`src/controlPkg.sv`:
```
// Control unit shared definitions
`default_nettype none

package controlPkg;

    // Primary opcodes
    typedef enum logic [5:0] {
        opRType = 6'b000000,
        opSram  = 6'b000001,
        opJ     = 6'b000010,
        opJal   = 6'b000011,
        opBeq   = 6'b000100,
        opBne   = 6'b000101,
        opBle   = 6'b000110,
        opBgt   = 6'b000111,
        opAddi  = 6'b001000,
        opAddiu = 6'b001001,
        opSlti  = 6'b001010,
        opLui   = 6'b001111,
        opLb    = 6'b100000,
        opLh    = 6'b100001,
        opLw    = 6'b100011,
        opSb    = 6'b101000,
        opSh    = 6'b101001,
        opRt    = 6'b101011
    } opcodeT;

    // R-type funct field
    typedef enum logic [5:0] {
        functSll   = 6'b000000,
        functSrl   = 6'b000010,
        functSra   = 6'b000011,
        functSllv  = 6'b000100,
        functDivm  = 6'b000101,
        functSrav  = 6'b000111,
        functJr    = 6'b001000,
        functBreak = 6'b001101,
        functMfhi  = 6'b010000,
        functMflo  = 6'b010010,
        functRte   = 6'b010011,
        functMult  = 6'b011000,
        functDiv   = 6'b011010,
        functAdd   = 6'b100000,
        functSub   = 6'b100010,
        functAnd   = 6'b100100,
        functSlt   = 6'b101010
    } functT;

    typedef enum logic [2:0] {
        classAdd,
        classSub,
        classAddi,
        classUnimpl,
        classInvalid
    } instrClassT;

    typedef enum logic [2:0] {
        stReset,
        stFetch,
        stDecode,
        stAluCompute,
        stAluWrite,
        stOverflow,
        stOpError,
        stUnimpl
    } stateT;

    typedef enum logic [2:0] {
        aluLoad = 3'b000,
        aluAdd  = 3'b001,
        aluSub  = 3'b010
    } aluOpT;

    localparam int StepWidth   = 2;
    localparam int FetchSteps  = 4;
    localparam int DecodeSteps = 2;

    // ALU A input
    localparam logic [1:0] srcAPc   = 2'b00;
    localparam logic [1:0] srcARegA = 2'b10;

    // ALU B input
    localparam logic [1:0] srcBRegB   = 2'b00;
    localparam logic [1:0] srcBFour   = 2'b01;
    localparam logic [1:0] srcBImm    = 2'b10;
    localparam logic [1:0] srcBBranch = 2'b11;

    // Register file write port
    localparam logic [1:0] wrRegRt     = 2'b00;
    localparam logic [1:0] wrRegRd     = 2'b01;
    localparam logic [1:0] wrRegStack  = 2'b11;
    localparam logic [2:0] wdAluOut    = 3'b000;
    localparam logic [2:0] wdStackInit = 3'b110;

endpackage

`default_nettype wire

```
`src/opDecoder.sv`:
```
// Instruction class decoder
`timescale 1ns/1ps
`default_nettype none

module opDecoder (
    input  logic [5:0]             op,
    input  logic [5:0]             funct,
    output controlPkg::instrClassT instrClass
);
    import controlPkg::*;

    opcodeT opE;
    functT  functE;

    assign opE    = opcodeT'(op);
    assign functE = functT'(funct);

    always_comb begin
        instrClass = classInvalid;
        case (opE)
            opRType: begin
                case (functE)
                    functAdd: instrClass = classAdd;
                    functSub: instrClass = classSub;
                    functAnd, functDiv, functMult, functJr,
                    functMfhi, functMflo, functSll, functSllv,
                    functSlt, functSra, functSrav, functSrl,
                    functBreak, functRte, functDivm: begin
                        instrClass = classUnimpl;
                    end
                    // Unknown funct under R-type
                    default: instrClass = classInvalid;
                endcase
            end
            opAddi: instrClass = classAddi;
            // Recognized but not executed yet
            opAddiu, opBeq, opBne, opBle, opBgt,
            opSram, opLb, opLh, opLui, opLw,
            opSb, opSh, opSlti, opRt, opJ, opJal: begin
                instrClass = classUnimpl;
            end
            default: instrClass = classInvalid;
        endcase
    end

endmodule

`default_nettype wire

```
`src/controlSequencer.sv`:
```
// Control FSM state sequencer
`timescale 1ns/1ps
`default_nettype none

module controlSequencer (
    input  logic                               clk,
    input  logic                               arstN,
    input  logic                               overflow,
    input  controlPkg::instrClassT             instrClass,
    output controlPkg::stateT                  state,
    output logic [controlPkg::StepWidth-1:0]   step,
    output controlPkg::instrClassT             instrClassQ
);
    import controlPkg::*;

    stateT                stateNext;
    logic [StepWidth-1:0] stepNext;
    logic                 fetchDone;
    logic                 decodeDone;

    assign fetchDone  = (state == stFetch) && (step == StepWidth'(FetchSteps - 1));
    assign decodeDone = (state == stDecode) && (step == StepWidth'(DecodeSteps - 1));

    always_comb begin
        stateNext = state;
        stepNext  = '0;
        case (state)
            // Stack pointer init takes one cycle
            stReset: stateNext = stFetch;
            stFetch: begin
                if (fetchDone) begin
                    stateNext = stDecode;
                end else begin
                    stepNext = step + 1'b1;
                end
            end
            stDecode: begin
                if (decodeDone) begin
                    case (instrClass)
                        classAdd, classSub, classAddi: stateNext = stAluCompute;
                        classUnimpl:                   stateNext = stUnimpl;
                        default:                       stateNext = stOpError;
                    endcase
                end else begin
                    stepNext = step + 1'b1;
                end
            end
            // Overflow flag is valid at the end of compute
            stAluCompute: begin
                if (overflow) begin
                    stateNext = stOverflow;
                end else begin
                    stateNext = stAluWrite;
                end
            end
            stAluWrite, stOverflow, stOpError, stUnimpl: begin
                stateNext = stFetch;
            end
            default: stateNext = stReset;
        endcase
    end

    always_ff @(posedge clk or negedge arstN) begin
        if (!arstN) begin
            state <= stReset;
            step  <= '0;
        end else begin
            state <= stateNext;
            step  <= stepNext;
        end
    end

    // Class held for the execute states
    always_ff @(posedge clk or negedge arstN) begin
        if (!arstN) begin
            instrClassQ <= classInvalid;
        end else if (decodeDone) begin
            instrClassQ <= instrClass;
        end
    end

endmodule

`default_nettype wire

```
`src/controlEncoder.sv`:
```
// Datapath control output decode
`timescale 1ns/1ps
`default_nettype none

module controlEncoder (
    input  controlPkg::stateT                state,
    input  logic [controlPkg::StepWidth-1:0] step,
    input  controlPkg::instrClassT           instrClassQ,
    output logic                             pcWrite,
    output logic                             loadAB,
    output logic                             aluOutLoad,
    output logic                             memRead,
    output logic                             irWrite,
    output logic                             regWrite,
    output logic [1:0]                       aluSrcA,
    output logic [1:0]                       aluSrcB,
    output logic [1:0]                       wrReg,
    output logic [2:0]                       wdReg,
    output controlPkg::aluOpT                aluOp
);
    import controlPkg::*;

    logic isAddi;

    assign isAddi = (instrClassQ == classAddi);

    always_comb begin
        pcWrite    = 1'b0;
        loadAB     = 1'b0;
        aluOutLoad = 1'b0;
        memRead    = 1'b0;
        irWrite    = 1'b0;
        regWrite   = 1'b0;
        aluSrcA    = srcAPc;
        aluSrcB    = srcBRegB;
        wrReg      = wrRegRt;
        wdReg      = wdAluOut;
        aluOp      = aluLoad;
        case (state)
            stReset: begin
                regWrite = 1'b1;
                wrReg    = wrRegStack;
                wdReg    = wdStackInit;
            end
            stFetch: begin
                // PC + 4 computed while memory is read
                aluSrcA = srcAPc;
                aluSrcB = srcBFour;
                aluOp   = aluAdd;
                if (step == StepWidth'(FetchSteps - 1)) begin
                    pcWrite = 1'b1;
                    irWrite = 1'b1;
                end else begin
                    memRead = 1'b1;
                end
            end
            stDecode: begin
                if (step == '0) begin
                    // Speculative branch target
                    aluOutLoad = 1'b1;
                    aluSrcA    = srcAPc;
                    aluSrcB    = srcBBranch;
                    aluOp      = aluAdd;
                end else begin
                    loadAB = 1'b1;
                end
            end
            stAluCompute: begin
                aluOutLoad = 1'b1;
                aluSrcA    = srcARegA;
                aluSrcB    = isAddi ? srcBImm : srcBRegB;
                aluOp      = (instrClassQ == classSub) ? aluSub : aluAdd;
            end
            stAluWrite: begin
                regWrite = 1'b1;
                wrReg    = isAddi ? wrRegRt : wrRegRd;
                wdReg    = wdAluOut;
            end
            // Idle cycle before the next fetch
            default: begin
                aluOp = aluLoad;
            end
        endcase
    end

endmodule

`default_nettype wire

```
`src/controlUnit.sv`:
```
// Multicycle control unit top
`timescale 1ns/1ps
`default_nettype none

module controlUnit (
    input  logic              clk,
    input  logic              arstN,
    input  logic              overflow,
    input  logic [5:0]        op,
    input  logic [5:0]        funct,
    output logic              pcWrite,
    output logic              loadAB,
    output logic              aluOutLoad,
    output logic              memRead,
    output logic              irWrite,
    output logic              regWrite,
    output logic [1:0]        aluSrcA,
    output logic [1:0]        aluSrcB,
    output logic [1:0]        wrReg,
    output logic [2:0]        wdReg,
    output controlPkg::aluOpT aluOp
);
    import controlPkg::*;

    instrClassT           instrClass;
    instrClassT           instrClassQ;
    stateT                state;
    logic [StepWidth-1:0] step;

    opDecoder u_decoder (
        .op         (op),
        .funct      (funct),
        .instrClass (instrClass)
    );

    controlSequencer u_sequencer (
        .clk         (clk),
        .arstN       (arstN),
        .overflow    (overflow),
        .instrClass  (instrClass),
        .state       (state),
        .step        (step),
        .instrClassQ (instrClassQ)
    );

    controlEncoder u_encoder (
        .state       (state),
        .step        (step),
        .instrClassQ (instrClassQ),
        .pcWrite     (pcWrite),
        .loadAB      (loadAB),
        .aluOutLoad  (aluOutLoad),
        .memRead     (memRead),
        .irWrite     (irWrite),
        .regWrite    (regWrite),
        .aluSrcA     (aluSrcA),
        .aluSrcB     (aluSrcB),
        .wrReg       (wrReg),
        .wdReg       (wdReg),
        .aluOp       (aluOp)
    );

endmodule

`default_nettype wire

```
`config.mk`:
```
export PLATFORM = sky130hd
export DESIGN_NAME = controlUnit
export DESIGN_NICKNAME = d
export VERILOG_FILES = /design/src/controlPkg.sv /design/src/opDecoder.sv /design/src/controlSequencer.sv /design/src/controlEncoder.sv /design/src/controlUnit.sv
export SDC_FILE = /design/constraint.sdc
export NUM_CORES = 1
export LEC_CHECK = 0
export BUFFER_PORTS_ARGS = -buffer_cell sky130_fd_sc_hd__buf_2
export CORE_AREA = 2 2 55 57
export CTS_BUF_LIST = sky130_fd_sc_hd__clkbuf_4
export CTS_CLUSTER_SIZE = 40
export DETAILED_ROUTE_END_ITERATION = 12
export DIE_AREA = 0 0 57 59
export SYNTH_ARGS = -nofsm -noshare
export SYNTH_HDL_FRONTEND = slang
export SYNTH_SLANG_ARGS = --single-unit
```
`constraint.sdc`:
```
create_clock -name clk -period 1.8 [get_ports clk]
set_input_delay 0.18 -clock clk [delete_from_list [all_inputs] [get_ports clk]]
set_output_delay 0.18 -clock clk [all_outputs]
set_load 0.02 [all_outputs]
```
# [Word-level counts from Yosys, hierarchy flattened]
# Memories as Yosys holds them, arrays and structs flattened.
# Cells that the tools add are included.
[totals] regBits=8 romBits=192 input_bits=15 out_inout_bits=18 word_cells=77 mem_count=1
[memory_table] memory="(no name shown)" words=64 width=3 read_ports=1 rd_ports_with_merged_regs=0 write_ports=0 line_no="opDecoder.sv:22" text="case (functE)"
[op_classes] addsub=1 n_eq_ne=33 muxes=28 reduce_logical=11
[op_table] cell="6-bit equality test, second input constant" count=6
[op_table] cell="6-bit by 3-bit equality test with 1-bit output, second input constant" count=4
[op_table] cell="6-bit by 4-bit equality test with 1-bit output, second input constant" count=4
[op_table] cell="3-bit case mux with 3 select lines" count=2
[op_table] cell="16-bit OR reduction" count=1
[op_table] cell="3-bit by 2-bit equality test with 1-bit output, second input constant" count=5
[op_table] cell="3-bit equality test, second input constant" count=4
[op_table] cell="6-bit by 2-bit equality test with 1-bit output, second input constant" count=2
[op_table] cell="2-bit 2-to-1 mux" count=6
[op_table] cell="3-bit case mux with 4 select lines" count=1
[op_table] cell="1-bit 2-to-1 mux" count=11
[op_table] cell="3-bit by 1-bit equality test with 1-bit output, second input constant" count=3
[op_table] cell="3-bit 2-to-1 mux" count=3
[op_table] cell="2-bit case mux with 2 select lines" count=2
[op_table] cell="6-bit by 1-bit equality test with 1-bit output, second input constant" count=1
[op_table] cell="3-bit zero test" count=2
[op_table] cell="6-bit zero test" count=1
[op_table] cell="2-bit case mux with 3 select lines" count=1
[op_table] cell="3-bit case mux with 2 select lines" count=1
[op_table] cell="5-bit OR reduction" count=1
[op_table] cell="2-bit inequality test, second input constant" count=2
[op_table] cell="3-bit OR reduction" count=1
[op_table] cell="2-bit by 1-bit adder with 2-bit output, second input constant" count=1
[op_table] cell="2-bit by 1-bit equality test with 1-bit output, second input constant" count=1
[op_table] cell="6 further kinds" count=7

# [Depth between registers and ports, before layout]
[depth] depth_word=8 mapped_depth=5 mapped_depth_nobuf=5

# [Modules after synthesis]
# A second synthesis with hierarchy kept.
[hier_totals] cells_unflattened=109 area_unflattened_um2=919.6
[by_module_without_submodules] mod="controlSequencer" instances=1 cells_each=35 area_each_um2=427.9 seq_area_each_um2=201.4
[by_module_without_submodules] mod="opDecoder" instances=1 cells_each=42 area_each_um2=265.3 seq_area_each_um2=0.0
[by_module_without_submodules] mod="controlEncoder" instances=1 cells_each=32 area_each_um2=226.5 seq_area_each_um2=0.0

# [Worst setup path after synthesis]
# No wires, ideal clock.
[synth_path] path_type="flip-flop to output port" from="register u_sequencer.state[0]" to="output port wrReg[0]" arrival_time_ps=1511 required_ps=1620 path_slack_ps=109 path_stages_with_launch=4 n_path_buf=1 cell_sequence="dfrtp_1 -> clkbuf_1 -> nor2_1 -> a21boi_0"
[synth_via] elab_chain_cells=2 elab_cells_between_ends=3 classes_between="eq/ne (1); mux (1); reduce/logical (1)"
[synth_lines] element="from (decl)" line_no="controlSequencer.sv:10" text="output controlPkg::stateT state,"
[synth_lines] element="from (signal assigned)" line_no="controlSequencer.sv:65" text="state <= stReset;"
[synth_lines] element="from (signal assigned)" line_no="controlSequencer.sv:68" text="state <= stateNext;"
[synth_lines] element="3-bit equality test / 3-bit zero test (equally long branches)" line_no="controlEncoder.sv:39" text="case (state)"
[synth_lines] element="2-bit case mux with 2 select lines (*)" line_no="controlEncoder.sv:39"
[synth_lines] element="to (decl)" line_no="controlUnit.sv:19" text="output logic [1:0] wrReg,"
# Mark *: on every way between the ends. The rest lies on a longest branch, timed or not.

# [Worst setup path after layout]
[layout_path] from="register u_sequencer.step[0] (netlist name)" to="output port aluOp[0]"
[layout_via] elab_chain_cells=3
[layout_lines] element="from (decl)" line_no="controlSequencer.sv:11" text="output logic [controlPkg::StepWidth-1:0] step,"
[layout_lines] element="from (signal assigned)" line_no="controlSequencer.sv:69" text="step <= stepNext;"
[layout_lines] element="2-bit zero test" line_no="controlEncoder.sv:58" text="if (step == '0) begin"
[layout_lines] element="1-bit 2-to-1 mux" line_no="controlEncoder.sv:58"
[layout_lines] element="3-bit case mux with 3 select lines" line_no="controlEncoder.sv:39"
[layout_lines] element="to (decl)" line_no="controlUnit.sv:21" text="output controlPkg::aluOpT aluOp"
# Every way passes these cells.

==> results.yml <==
layout:
  fillers: 304
  layout_common_cells: "buf_2, nor2_1, nand2_1, a21oi_1, dfrtp_1"
  layout_commonest_cell: "buf_2"
  seqCellArea_sq_um: 202.7
  drive_gt1_frac: 0.3409
  final_util: 0.3735
  multi_input_area_sq_um: 545.5
  fin_nets: 152
  antenna_cells: 0
  final_area_sq_um: 1012
  area_growth_pct: 26.41
yosys:
  synth_area_leaders: "dfrtp_1, ha_1, buf_4"
  synth.distinct_cells: 37
  ys_seq_elements: 8
  synth_xor_area_frac: 0
  synth_top_family_by_area: "simple AND/OR/NAND/NOR gates"
  synth_top_area_share: 0.2188
  yosysTopAreaCell: "dfrtp_1"
  postSynthAreaPerCell_sq_um: 7.928
  synthSimpleGateAreaFrac: 0.3031
  synthAdderAreaFrac: 0.06250
  ys_warn_count: 0
  synth-compound-area-share: 0.2812
  synth_edf_count: 0
  synth.cell_area_sq_um: 800.8
  synth_cells: 101
  synth_mux_area_frac: 0.01250
  yosysSeqAreaShare: 0.2516
  synthFlopType: "dfrtp_1"
  async_flop_share: 1.000
global_routing:
  antenna_found_initial: 0
  grt_pass1_wl_um: 2960
  grt_use_total: 0.1125
  overflow: 0
  grt_max_degree: 16
  grt_pass1_vias: 719
setup_path:
  critPathKind: "flip-flop to output port"
  cp_num_buf_inv: 2
  reg2reg_depth: 4
  slowest_stage: "dfrtp_1"
  cp_num_cells: 6
  startpoint_type: "flip-flop"
  worstPathArrival_ps: 1490
  cp_slowest_stage_delay_ps: 400
  crit_chain: "inv_1, ha_2, nand3b_1, a21oi_2, o21bai_1, buf_4"
  cp_data_required_time_ps: 1620
  critPathCaptureType: "output port"
  path_delay_family: "flip-flops"
  cp_max_fo: 4
sta:
  slew_viol_final: 0
  tns_ps: 0
  fin_crit_sh: 0.9270
  finalSetupViolCount: 0
  max_freq_mhz: 599.3
  min_period_ps: 1669
  holdWs_ps: 272.4
  final_hold_viol_count: 0
  fin_worst_skew_ps: 1.421
  rsz0062_at_grt: "false"
route:
  wl_um: 1846
  final_antenna_net_count: 0
  num_vias: 814
  drt-pass1-iter-count: 4
  via_per_inst: 4.994
  dr.first_iter.drc_count: 14
  wl_per_cell_um: 11.33
  drc_errors: 0
floorplan:
  die_x_um: 57
  die_h_um: 59
  core_area_sq_um: 2710
  io-pin-count: 33
  rows: 19
  dieArea_sq_um: 3363
  start_util: 0.2955
place:
  place.gp.congestion: 0.8036
  dp_hpwl_um: 1516
  place.port_buffers: 29
  placed_cell_area_sq_um: 947.2
power_and_ir_drop:
  combinationalPowerShare: 0.616
  p_sw_frac: 0.4703
  p_int_uw: 726.2
  ir_worst_vdd_uv: 815.9
  power.net_switching_uw: 644.8
  power_density_nw_per_um2: 1354
  seqPwrFrac: 0.263
  p_leak_uw: 0.0004819
  total_power_uw: 1371
  clkPwrFrac: 0.120
cts:
  clk_pin_slew_ps: 50
  root_buffer: "clkbuf_4"
  clk_latency_ps: 260
  cts_buffers: 3
  htreeDepth: 1
  cts_buffer_depth: 2
  cts_tree: "done"
  cts_sinks: 8
worst_hold_path:
  hp-class: "input pin to flip-flop"
  whs_path_depth: 4
flow_run:
  maxCapViolCount: 0
run_status:
  outcome: "finished clean"
==> path summary, 6_finish.rpt <==
path                                                         from                                endpoint  slack (ps)
setup reg to reg                 u_sequencer.state[1]$_DFFE_PN0P_  u_sequencer.instrClassQ[1]$_DFFE_PN0P_         410
max in group asynchronous                                   arstN  u_sequencer.instrClassQ[2]$_DFFE_PN1P_        1280
hold reg to reg            u_sequencer.instrClassQ[2]$_DFFE_PN1P_  u_sequencer.instrClassQ[2]$_DFFE_PN1P_         520
min in group asynchronous                                   arstN           u_sequencer.step[0]$_DFF_PN0_         290
setup / recovery                    u_sequencer.step[0]$_DFF_PN0_                                aluOp[0]         130
hold / removal                                           overflow        u_sequencer.state[0]$_DFFE_PN0P_         270
==> layout make-up <==
cell class              count  share of cell area
inverters                   4             0.01483
multi-input cells          83              0.5389
flip-flops and latches      8              0.2002
well taps                  31             0.03832
repair buffers             33              0.1780
clock buffers               4             0.02967
==> cell usage after synthesis (all sizes together), types with 4 or more instances <==
master	instances
dfrtp	7
nand2	8
nor3b	5
nor2	11
nor2b	5
ha	4
a21oi	8
nor3	5
nand2b	5
a31oi	4
inv	4
o21bai	4
buf	6
==> what timing repair did <==
| item | in CTS | in global routing |
|---|---|---|
| setup buffers | 0 | 2 |
| endpoints found under the setup margin | 0 | 3 |
| hold endpoints to repair | 8 | 0 |
| hold buffers | 1 | 0 |
| resized for setup | 0 | 4 |
==> registers in the layout (all words and copies together) (netlist names) <==
name	cells
u_sequencer.state	3
u_sequencer.instrClassQ	3
u_sequencer.step	2
==> power by group through the flow <==
stage	Combinational (uW)	Clock [uW]	Sequential, uW
floorplan	612	0	325
finish	845	165	361
global route	929	176	380
detailed placement	797	0	363
CTS	800	172	360
global placement	785	0	358
==> logic make-up (layout without fill, tap and decap cells) <==
group	after synthesis	in the layout
other	1	3
DFF	8	8
adders and majority gates	4	4
muxes	1	1
buffers and inverters	12	41
AOI/OAI and AO/OA	32	32
and+or+nand+nor	43	43
==> worst register-to-register path, stage by stage, from the launching register on <==
cell and delay (ps):
dfrtp_1 490, nand2b_1 180, nor3b_2 420, nor2_1 80, a31oi_1 150
==> stage by stage <==
step	instances	setup slack, ps
after floorplan	103	109.0
after global placement	156	259.6
after detailed placement	156	228.2
after CTS	161	2.044
after global routing	163	21.27
final	163	131.4
==> per-layer routing <==
layer	vias up	GRT usage	routed length, um
met3	5	0.008734	121
met5	-	0	0
met4	0	0.08970	61
li1	422	-	-
met2	36	0.1724	789
met1	351	0.1465	872
(Power assumes the default switching activity.)
